==> config.mk <==
export PLATFORM = sky130hd
export DESIGN_NAME = smc_top
export DESIGN_NICKNAME = d
export VERILOG_FILES = /design/src/logic/smc_pkg.sv /design/src/logic/smc_bus_front.sv /design/src/logic/smc_sequencer.sv /design/src/logic/smc_strobe.sv /design/src/logic/smc_top.sv
export SDC_FILE = /design/constraint.sdc
export NUM_CORES = 1
export LEC_CHECK = 0
export BUFFER_PORTS_ARGS = -buffer_cell sky130_fd_sc_hd__buf_2
export CAP_MARGIN = 40
export CORE_ASPECT_RATIO = 0.9
export CORE_MARGIN = 2
export CORE_UTILIZATION = 30
export DETAILED_ROUTE_END_ITERATION = 12
export PLACE_DENSITY = 0.66
export SYNTH_ARGS = -nofsm -noshare
export SYNTH_HDL_FRONTEND = slang
export SYNTH_HIERARCHICAL = 1
export SYNTH_SLANG_ARGS = --single-unit
==> constraint.sdc <==
create_clock -name sys_clk20 -period 9.3 [get_ports sys_clk20]
set_input_delay 0.93 -clock sys_clk20 [delete_from_list [all_inputs] [get_ports sys_clk20]]
set_output_delay 0.93 -clock sys_clk20 [all_outputs]
set_load 0.005 [all_outputs]
==> src/logic/smc_pkg.sv <==
/* Static memory controller
   shared widths, timing and types */

`default_nettype none

package smc_pkg;

   // ------------------------------------------------------------------------
   // Widths
   // ------------------------------------------------------------------------
   localparam int ADDR_W  = 16;            // Word address on the pins
   localparam int DATA_W  = 32;            // Bus and memory word
   localparam int LANES   = DATA_W / 8;    // Byte lanes
   localparam int COUNT_W = 8;             // Wait-state count width

   typedef logic [ADDR_W-1:0]  addr_t;     // External word address
   typedef logic [DATA_W-1:0]  data_t;     // Data word
   typedef logic [LANES-1:0]   lane_t;     // Byte selects / active-low enables
   typedef logic [COUNT_W-1:0] count_t;    // Phase cycle counter

   // ------------------------------------------------------------------------
   // Access timing, in sys_clk20 cycles
   // ------------------------------------------------------------------------
   localparam count_t LE_CYCLES   = 8'd2;  // Chip select and address setup
   localparam count_t RW_CYCLES   = 8'd4;  // Wait states plus one
   localparam count_t WETE_CYCLES = 8'd1;  // Write strobe released early
   localparam count_t OETE_CYCLES = 8'd1;  // Read strobe held off

   // Acceptance to ack, start register plus both timed phases
   localparam int ACCESS_LATENCY = 1 + int'(LE_CYCLES) + int'(RW_CYCLES);

   // ------------------------------------------------------------------------
   // Sequencer states
   // ------------------------------------------------------------------------
   typedef enum logic [1:0]
   {
      SMC_IDLE  = 2'd0,                    // No access
      SMC_LE    = 2'd1,                    // Leading edge
      SMC_RW    = 2'd2,                    // Read/write phase
      SMC_FLOAT = 2'd3                     // Bus turnaround
   } smc_state_t;

endpackage

`default_nettype wire

==> src/logic/smc_bus_front.sv <==
/* Wishbone classic slave front end */

`timescale 1ns/1ps
`default_nettype none

module smc_bus_front
(
   input  wire             sys_clk20,
   input  wire             n_sys_reset20,
   // Wishbone slave
   input  wire             wb_cyc,
   input  wire             wb_stb,
   input  wire             wb_we,
   input  wire smc_pkg::addr_t wb_adr,
   input  wire smc_pkg::lane_t wb_sel,
   input  wire smc_pkg::data_t wb_dat_w,
   output logic            wb_ack,
   output smc_pkg::data_t  wb_dat_r,
   // Sequencer and strobe side
   input  wire             rw_last,
   output logic            start,
   output logic            req_we,
   output smc_pkg::lane_t  req_sel,
   // External pins
   output smc_pkg::addr_t  smc_addr,
   output smc_pkg::data_t  smc_data_out,
   input  wire smc_pkg::data_t smc_data_in
);

   logic front_busy;                       // Acceptance up to ack
   logic accept;

   // New request only once the previous ack has gone
   assign accept = wb_cyc & wb_stb & ~wb_ack & ~front_busy;

   // ------------------------------------------------------------------------
   // Control
   // ------------------------------------------------------------------------
   always_ff @(posedge sys_clk20 or negedge n_sys_reset20)
   begin
      if (!n_sys_reset20)
      begin
         front_busy <= 1'b0;
         start      <= 1'b0;
         wb_ack     <= 1'b0;
         req_we     <= 1'b0;
         req_sel    <= '0;
      end
      else
      begin
         start  <= accept;                 // One-cycle pulse
         wb_ack <= rw_last;                // Ack in the float cycle
         if (accept)
         begin
            front_busy <= 1'b1;
            req_we     <= wb_we;           // Held for the whole access
            req_sel    <= wb_sel;
         end
         else if (rw_last)
            front_busy <= 1'b0;
      end
   end

   // Address and write data onto the pins
   always_ff @(posedge sys_clk20)
   begin
      if (accept)
      begin
         smc_addr     <= wb_adr;
         smc_data_out <= wb_dat_w;
      end
   end

   // Read data sampled at the end of the read/write phase
   always_ff @(posedge sys_clk20)
   begin
      if (rw_last && !req_we)
         wb_dat_r <= smc_data_in;
   end

   a_ack_single : assert property (@(posedge sys_clk20) disable iff (!n_sys_reset20)
      wb_ack |=> !wb_ack);

   a_start_once : assert property (@(posedge sys_clk20) disable iff (!n_sys_reset20)
      start |=> (!start throughout wb_ack [->1]));

   // Full round trip through sequencer and back
   a_ack_latency : assert property (@(posedge sys_clk20) disable iff (!n_sys_reset20)
      start |-> ##(smc_pkg::ACCESS_LATENCY) wb_ack);

endmodule

`default_nettype wire

==> src/logic/smc_sequencer.sv <==
/* Access sequencer FSM */

`timescale 1ns/1ps
`default_nettype none

module smc_sequencer
(
   input  wire                 sys_clk20,
   input  wire                 n_sys_reset20,
   input  wire                 start,
   output smc_pkg::smc_state_t state,
   output smc_pkg::smc_state_t next_state,
   output smc_pkg::count_t     phase_count,
   output logic                rw_last
);

   smc_pkg::count_t next_count;            // Counter value after this edge

   // ------------------------------------------------------------------------
   // Next state
   // ------------------------------------------------------------------------
   always_comb
   begin
      next_state = state;                  // Hold by default
      case (state)
         smc_pkg::SMC_IDLE:
         begin
            if (start)
               next_state = smc_pkg::SMC_LE;
         end
         smc_pkg::SMC_LE:
         begin
            if (phase_count == smc_pkg::count_t'(1))
               next_state = smc_pkg::SMC_RW;
         end
         smc_pkg::SMC_RW:
         begin
            if (phase_count == smc_pkg::count_t'(1))
               next_state = smc_pkg::SMC_FLOAT;
         end
         smc_pkg::SMC_FLOAT:
            next_state = smc_pkg::SMC_IDLE;  // Single turnaround cycle
         default:
            next_state = smc_pkg::SMC_IDLE;
      endcase
   end

   // ------------------------------------------------------------------------
   // Phase counter
   // ------------------------------------------------------------------------
   always_comb
   begin
      if (next_state != state)
      begin
         // Load on phase entry
         case (next_state)
            smc_pkg::SMC_LE:    next_count = smc_pkg::LE_CYCLES;
            smc_pkg::SMC_RW:    next_count = smc_pkg::RW_CYCLES;
            smc_pkg::SMC_FLOAT: next_count = smc_pkg::count_t'(1);
            default:            next_count = '0;
         endcase
      end
      else if (phase_count != '0)
         next_count = phase_count - smc_pkg::count_t'(1);  // Count down
      else
         next_count = '0;                  // Idle
   end

   always_ff @(posedge sys_clk20 or negedge n_sys_reset20)
   begin
      if (!n_sys_reset20)
      begin
         state       <= smc_pkg::SMC_IDLE;
         phase_count <= '0;
      end
      else
      begin
         state       <= next_state;
         phase_count <= next_count;
      end
   end

   // Last read/write cycle, front end samples read data here
   assign rw_last = (state == smc_pkg::SMC_RW) &&
                    (phase_count == smc_pkg::count_t'(1));

   // Front end must wait for the previous access to drain
   a_start_idle : assert property (@(posedge sys_clk20) disable iff (!n_sys_reset20)
      start |-> (state == smc_pkg::SMC_IDLE));

endmodule

`default_nettype wire

==> src/logic/smc_strobe.sv <==
/* SRAM strobe generator */

`timescale 1ns/1ps
`default_nettype none

module smc_strobe
(
   input  wire                 sys_clk20,
   input  wire                 n_sys_reset20,
   input  var smc_pkg::smc_state_t next_state,
   input  var smc_pkg::smc_state_t state,
   input  wire smc_pkg::count_t phase_count,
   input  wire                 req_we,
   input  wire smc_pkg::lane_t req_sel,
   output logic                smc_n_cs,
   output logic                smc_n_rd,
   output smc_pkg::lane_t      smc_n_we,
   output logic                smc_n_wr,
   output logic                smc_n_ext_oe,
   output logic                smc_busy
);

   smc_pkg::count_t rw_count_next;         // Cycles left in RW after the edge
   logic            cs_next;
   logic            rd_next;
   logic            wr_next;

   // ------------------------------------------------------------------------
   // Strobe decode, one cycle ahead of the pins
   // ------------------------------------------------------------------------

   // Full count on entry, else one less than now
   assign rw_count_next = (state == smc_pkg::SMC_RW) ?
                          phase_count - smc_pkg::count_t'(1) :
                          smc_pkg::RW_CYCLES;

   assign cs_next = (next_state == smc_pkg::SMC_LE) ||
                    (next_state == smc_pkg::SMC_RW);

   // Read strobe delayed by the output-enable offset
   assign rd_next = (next_state == smc_pkg::SMC_RW) && !req_we &&
                    (rw_count_next <= smc_pkg::RW_CYCLES - smc_pkg::OETE_CYCLES);

   // Write strobe released before the phase ends
   assign wr_next = (next_state == smc_pkg::SMC_RW) && req_we &&
                    (rw_count_next > smc_pkg::WETE_CYCLES);

   // ------------------------------------------------------------------------
   // Registered outputs
   // ------------------------------------------------------------------------
   always_ff @(posedge sys_clk20 or negedge n_sys_reset20)
   begin
      if (!n_sys_reset20)
      begin
         smc_n_cs     <= 1'b1;
         smc_n_rd     <= 1'b1;
         smc_n_we     <= '1;
         smc_n_wr     <= 1'b1;
         smc_n_ext_oe <= 1'b1;
         smc_busy     <= 1'b0;
      end
      else
      begin
         smc_n_cs     <= !cs_next;         // Held over LE and RW
         smc_n_rd     <= !rd_next;
         smc_n_wr     <= !wr_next;
         smc_n_ext_oe <= !wr_next;         // Drive data pins while writing
         smc_busy     <= (next_state != smc_pkg::SMC_IDLE);
         if (wr_next)
            smc_n_we <= ~req_sel;          // Byte lanes from the selects
         else
            smc_n_we <= '1;
      end
   end

   a_rd_wr_excl : assert property (@(posedge sys_clk20) disable iff (!n_sys_reset20)
      !(!smc_n_rd && !smc_n_wr));

endmodule

`default_nettype wire

==> src/logic/smc_top.sv <==
/* Static memory controller top level */

`timescale 1ns/1ps
`default_nettype none

module smc_top
(
   input  wire             sys_clk20,
   input  wire             n_sys_reset20,
   // Wishbone slave
   input  wire             wb_cyc,
   input  wire             wb_stb,
   input  wire             wb_we,
   input  wire smc_pkg::addr_t wb_adr,
   input  wire smc_pkg::lane_t wb_sel,
   input  wire smc_pkg::data_t wb_dat_w,
   output wire smc_pkg::data_t wb_dat_r,
   output wire             wb_ack,
   // SRAM pins
   output wire smc_pkg::addr_t smc_addr,
   output wire smc_pkg::data_t smc_data_out,
   input  wire smc_pkg::data_t smc_data_in,
   output wire             smc_n_cs,
   output wire             smc_n_rd,
   output wire smc_pkg::lane_t smc_n_we,
   output wire             smc_n_wr,
   output wire             smc_n_ext_oe,
   output wire             smc_busy
);

   logic                start;             // Request accepted
   logic                rw_last;           // Final RW cycle
   logic                req_we;
   smc_pkg::lane_t      req_sel;
   smc_pkg::smc_state_t state;
   smc_pkg::smc_state_t next_state;
   smc_pkg::count_t     phase_count;

   // ------------------------------------------------------------------------
   // Front end, sequencer and strobe generator
   // ------------------------------------------------------------------------
   smc_bus_front bus_front_inst (
      .sys_clk20 (sys_clk20),   .n_sys_reset20 (n_sys_reset20),
      .wb_cyc    (wb_cyc),      .wb_stb        (wb_stb),      .wb_we    (wb_we),
      .wb_adr    (wb_adr),      .wb_sel        (wb_sel),      .wb_dat_w (wb_dat_w),
      .wb_ack    (wb_ack),      .wb_dat_r      (wb_dat_r),    .rw_last  (rw_last),
      .start     (start),       .req_we        (req_we),      .req_sel  (req_sel),
      .smc_addr  (smc_addr),    .smc_data_out  (smc_data_out),
      .smc_data_in (smc_data_in));

   smc_sequencer sequencer_inst (
      .sys_clk20 (sys_clk20),   .n_sys_reset20 (n_sys_reset20), .start (start),
      .state     (state),       .next_state    (next_state),
      .phase_count (phase_count), .rw_last     (rw_last));

   smc_strobe strobe_inst (
      .sys_clk20 (sys_clk20),   .n_sys_reset20 (n_sys_reset20),
      .next_state (next_state), .state (state), .phase_count (phase_count),
      .req_we    (req_we),      .req_sel (req_sel),
      .smc_n_cs  (smc_n_cs),    .smc_n_rd (smc_n_rd),   .smc_n_we (smc_n_we),
      .smc_n_wr  (smc_n_wr),    .smc_n_ext_oe (smc_n_ext_oe), .smc_busy (smc_busy));

endmodule

`default_nettype wire

## After elaboration in Yosys (flattened, before gate mapping)

Cells that the tools add are included.

| word-level totals | value |
|---|---|
| flip-flop bits (word level) | 106 |
| input port bits | 89 |
| output and inout bits | 90 |

| cells by class | value |
|---|---|
| add/subtract/negate cells | 1 |
| order comparisons | 2 |
| eq/ne operators | 8 |
| muxes and demuxes | 11 |
| bitwise gates (word level) | 6 |
| reduce and logical (&&, ||, !) cells | 15 |

Operators with widths:

| cell | count |
|---|---|
| two-way mux 8 bit | 3 |
| one-hot mux 3 bit (3 select lines) | 1 |
| == test 2 bit, second input constant | 4 |
| == test 8 x 1 -> 1 bit, second input constant | 1 |
| > comparator 8 x 1 -> 1 bit, second input constant | 1 |
| less-or-equal comparator 8 x 2 -> 1 bit, second input constant | 1 |
| one-hot mux 2 bit (4 select lines) | 1 |
| nonzero test 8 bit | 1 |
| subtractor 8 x 1 -> 8 bit, second input constant | 1 |
| logical AND 1 bit | 6 |
| two-way mux 2 bit | 3 |
| == test 2 x 1 -> 1 bit, second input constant | 2 |
| logical NOT 1 bit | 4 |
| two-way mux 4 bit | 1 |
| inverter 4 bit | 1 |
| nonzero test 2 bit | 2 |
| AND 1 bit | 3 |
| logical NOT 2 bit | 1 |
| two-way mux 1 bit | 2 |
| != test 2 bit | 1 |
| inverter 1 bit | 2 |
| logical OR 1 bit | 1 |

## Longest topological paths before layout

| logic depth | value |
|---|---|
| depth after elaboration | 7 |
| gate-level depth with buffers | 9 |
| mapped depth without buffers | 9 |

## By module

Netlist, hierarchy kept.

Modules (own cells, without submodules):

| module | times used | cells each | area each (µm²) |
|---|---|---|---|
| smc_bus_front | 1 | 98 | 2711.4 |
| smc_sequencer | 1 | 59 | 571.8 |
| smc_strobe | 1 | 43 | 478.0 |

## Worst setup path after synthesis

OpenSTA, ideal clock, no wires.

| timing | value |
|---|---|
| path kind | register to register |
| start point | register sequencer_inst.phase_count[2] |
| end point | register bus_front_inst.wb_dat_r[0] (enable) |
| setup time | 421 ps |
| arrival time | 2612 ps |
| required time | 8879 ps |
| slack | 6267 ps |
| cell stages (with the launch flop) | 6 |
| path buffers | 0 |
| clock period less this slack | 3033 ps |
| cells stage by stage | dfrtp_1 -> nor4_4 -> nand3_1 -> nor2_1 -> inv_1 -> nor2_1 |

| between the ends | value |
|---|---|
| word-level cells in the longest chain between the ends | 3 |

RTL lines:

| element | line | text |
|---|---|---|
| start: declaration | smc_sequencer.sv:13 | `output smc_pkg::count_t phase_count,` |
| start signal: assignment | smc_sequencer.sv:79 | `phase_count <= next_count;` |
| == test 8 x 1 -> 1 bit | smc_sequencer.sv:85 | `(phase_count == smc_pkg::count_t'(1));` |
| logical AND 1 bit | smc_sequencer.sv:84 | `assign rw_last = (state == smc_pkg::SMC_RW) &&` |
| via rw_last | smc_top.sv:32 | `logic rw_last;` |
| logical AND 1 bit | smc_bus_front.sv:77 | `if (rw_last && !req_we)` |
| end signal: assignment | smc_bus_front.sv:78 | `wb_dat_r <= smc_data_in;` |
| end: declaration | smc_bus_front.sv:18 | `output smc_pkg::data_t wb_dat_r,` |

The timed path passes the listed nets, and every way through them passes these cells.
A chain may end at the register's enable or synchronous reset.

## Worst setup path in the final report

| timing | value |
|---|---|
| start point | register sequencer_inst.phase_count[2] |
| end point | register strobe_inst.smc_n_rd |

| between the ends | value |
|---|---|
| word-level cells in the longest chain between the ends | 7 |
| elaborated cells on any way between the ends | 11 |
| those cells by class | 1 x add/sub; 1 x order compare; 2 x eq/ne; 4 x mux; 3 x reduce/logical |

RTL lines:

| element | line | text |
|---|---|---|
| == test 8 x 1 -> 1 bit * | smc_sequencer.sv:33, smc_sequencer.sv:38 |  |
| two-way mux 2 bit (on tied branches) | smc_sequencer.sv:38, smc_sequencer.sv:33 |  |
| one-hot mux 2 bit (4 select lines) * | smc_sequencer.sv:25 | `case (state)` |
| via next_state[1] | smc_top.sv:36 | `smc_pkg::smc_state_t next_state;` |
| == test 2 bit * | smc_strobe.sv:41 | `assign rd_next = (next_state == smc_pkg::SMC_RW) && !req_we &&` |
| logical AND 1 bit * (2 in a row) | smc_strobe.sv:41 |  |
| logical NOT 1 bit * | smc_strobe.sv:65 | `smc_n_rd <= !rd_next;` |
| end signal: assignment | smc_strobe.sv:65 |  |
| end: declaration | smc_strobe.sv:16 | `output logic smc_n_rd,` |

The timed path passes the listed nets; every way through them passes the cells marked *.

==> impl_metrics.json <==
{
  "post-place-cells": 538,
  "io-pin-count": 179,
  "relSlewSlack_pct": 54.2,
  "clock_latency_ns": 0.34,
  "ys_seq_area_share_pct": 81.4,
  "power_density_nw_per_um2": 234,
  "routedWlPerCell_microns": 14.2,
  "num_rows": 38,
  "die_x_microns": 122,
  "drc": 0,
  "rsz0062_at_grt": "no",
  "syn_to_final_growth_pct": 37.1,
  "grtUsageMet1_pct": 13.4,
  "run_status": "complete, no violations",
  "yosys_warnings": 6,
  "worstSetupPathType": "flip-flop to flip-flop",
  "irDropWorstVdd_mv": 0.0974,
  "clkTransAtPathRegs_ns": 0.07,
  "nets": 484,
  "rr_worst_depth": 6,
  "busiest_layer": "met2",
  "drv_slew": 0,
  "fin_skew_ns": 0.00688,
  "grt_pass1_vias": 2248,
  "setup_tns_ns": 0,
  "antenna_found_initial": 0,
  "regToRegSetupSlack_ns": 6.96,
  "worst_slew_pin_slew_ns": 0.687,
  "fmax_mhz": 427,
  "root_buffer": "clkbuf_16",
  "drt_iter0_markers": 155,
  "gr-usage-met2_pct": 18.8,
  "core_area_sq_um": 12100,
  "multiInputGateArea_sq_um": 657,
  "syn_nets": 295,
  "drv_cap": 0,
  "leakage_nw": 2.15,
  "cts_resized": 0,
  "cp-startpoint": "sequencer_inst/phase_count[2]",
  "h-tree-depth": 3,
  "cp-start-kind": "flip-flop",
  "final_common_cell": "buf_2",
  "period_needed_ns": 2.34,
  "vias_per_cell": 4.23,
  "synth_cell_types": 42,
  "grt-ovfl-total": 0,
  "hpwl_microns": 5810,
  "die_h_microns": 110,
  "syn_area_per_cell_sq_um": 18.8,
  "syn-cell-area_sq_um": 3760,
  "cp-endpoint": "strobe_inst/smc_n_rd",
  "fillCellCount": 1106,
  "final_cell_mix": "buf_2, edfxtp_1, dfrtp_1",
  "cts_tree": "done",
  "gp_congestion": 0.756,
  "r2r-start": "sequencer_inst/phase_count[2]",
  "antenna_cells": 0,
  "track_usage_pct": 11.2,
  "arrival_ns": 2.60,
  "setup_violations": 0,
  "holdCritPathClass": "flip-flop to flip-flop",
  "use_met3_pct": 2.83,
  "dieArea_sq_um": 13500,
  "drtAntennaViolNets": 0,
  "clock_sinks": 106,
  "ys.flop_type": "edfxtp_1",
  "syn_inst": 200,
  "clk_path_buf_depth": 2,
  "numCtsBuffers": 9,
  "synth_edf_count": 80,
  "dr.pass1.iters": 4,
  "port_buffers": 178,
  "hold_buffers": 0,
  "endpoint_kind": "flip-flop",
  "post_cts_buffers": 0,
  "yosys_register_bits": 106,
  "drive_above_1_share_pct": 55.8,
  "seq_area_sq_um": 3060,
  "routed-via-count": 2344,
  "grt_max_degree": 56,
  "grt_pass1_wl_microns": 11200,
  "wirelength_microns": 7850,
  "initial_core_util_pct": 31.0,
  "reg2reg_to": "strobe_inst/smc_n_rd",
  "ys_async_sr_fraction_pct": 24.5,
  "fin_cells": 554,
  "min_period_over_period_pct": 25.2,
  "cp.required_ns": 9.55,
  "cp_max_fo": 10,
  "hold_viol": 0
}
worst min path at each step:
| stage | end | slack (ns) | start | cells after the start |
|---|---|---|---|---|
| 5_1_grt | strobe_inst/smc_n_we[0] | 0.48 | bus_front_inst/req_sel[0] | 1 |
| 3_3_place_gp | strobe_inst/smc_n_we[2] | 0.43 | bus_front_inst/req_sel[2] | 1 |
| 3_5_place_dp | strobe_inst/smc_n_we[0] | 0.43 | bus_front_inst/req_sel[0] | 1 |
| 4_1_cts | strobe_inst/smc_n_we[0] | 0.46 | bus_front_inst/req_sel[0] | 1 |
| 6_report | strobe_inst/smc_n_we[0] | 0.46 | bus_front_inst/req_sel[0] | 1 |
| 2_1_floorplan | strobe_inst/smc_n_we[0] | 0.41 | bus_front_inst/req_sel[0] | 1 |
cell type report:
| cell class | instances | area share (%) |
|---|---|---|
| well taps | 160 | 3.88 |
| multi-input cells | 80 | 12.7 |
| inverters | 12 | 0.874 |
| clock inverters | 6 | 0.898 |
| flip-flops and latches | 106 | 59.4 |
| repair buffers | 180 | 17.6 |
| clock buffers | 10 | 4.64 |
sequential cells by signal (all words and copies together) (netlist names):
signal                       count
strobe_inst/smc_n_we             4
strobe_inst/smc_busy             1
sequencer_inst/phase_count       8
bus_front_inst/smc_data_out     32
bus_front_inst/wb_ack            1
strobe_inst/smc_n_ext_oe         1
sequencer_inst/state             2
bus_front_inst/start             1
bus_front_inst/req_sel           4
bus_front_inst/front_busy        1
strobe_inst/smc_n_cs             1
bus_front_inst/req_we            1
bus_front_inst/wb_dat_r         32
bus_front_inst/smc_addr         16
strobe_inst/smc_n_rd             1
critical path: stages, from the launching register on:
cell     delay, ns
dfrtp_1       0.51
nor4_4        0.50
nand3_1       0.24
o21ai_0       0.37
ha_1          0.33
and4b_1       0.22
o21ai_0       0.08
Yosys cell counts, types with 4 or more instances:
master	number	share of area, %
inv_1	12	1.2
nor2_1	9	0.90
edfxtp_1	80	64
dfstp_2	7	4.9
nand4_1	4	0.67
dfrtp_1	19	13
mux2_4	5	2.0
nand2_1	6	0.60
ha_1	6	2.0
o21ai_0	5	0.67
nand3_1	4	0.53
kinds of logic (layout without fill, tap and decap cells):
| logic type | after synthesis | after routing | synth area share [%] |
|---|---|---|---|
| flops | 106 | 106 | 81.4 |
| fa+ha+maj | 6 | 6 | 2.00 |
| simple gates | 43 | 43 | 7.52 |
| mux | 5 | 5 | 2.00 |
| compound gates | 21 | 21 | 4.33 |
| buf+inv | 14 | 208 | 1.60 |
| xor+xnor | 5 | 5 | 1.16 |
per-layer routing:
layer	up-vias	wire, microns
met5	-	0
met4	0	136
met3	10	615
met2	107	3800
met1	1099	3290
li1	1128	-
where the power goes:
part           switching (W)  internal [W]
clock               0.000167      0.000192
combinational       0.000114      0.000108
sequential         0.0000613      0.000562
total               0.000343      0.000862
metrics by stage:
step	util, %	hold slack [ns]	power [W]	cell area (sq um)	setup WS (ns)
after floorplan	-	0.414	0.000776	3760	6.27
after global placement	40.2	0.435	0.000845	4870	6.94
after detailed placement	40.2	0.434	0.000853	4870	6.93
after CTS	42.5	0.458	0.00121	5150	6.97
after global routing	42.5	0.484	0.00126	5150	6.75
final	42.5	0.457	0.00120	5150	6.96
(Power assumes the default switching activity.)
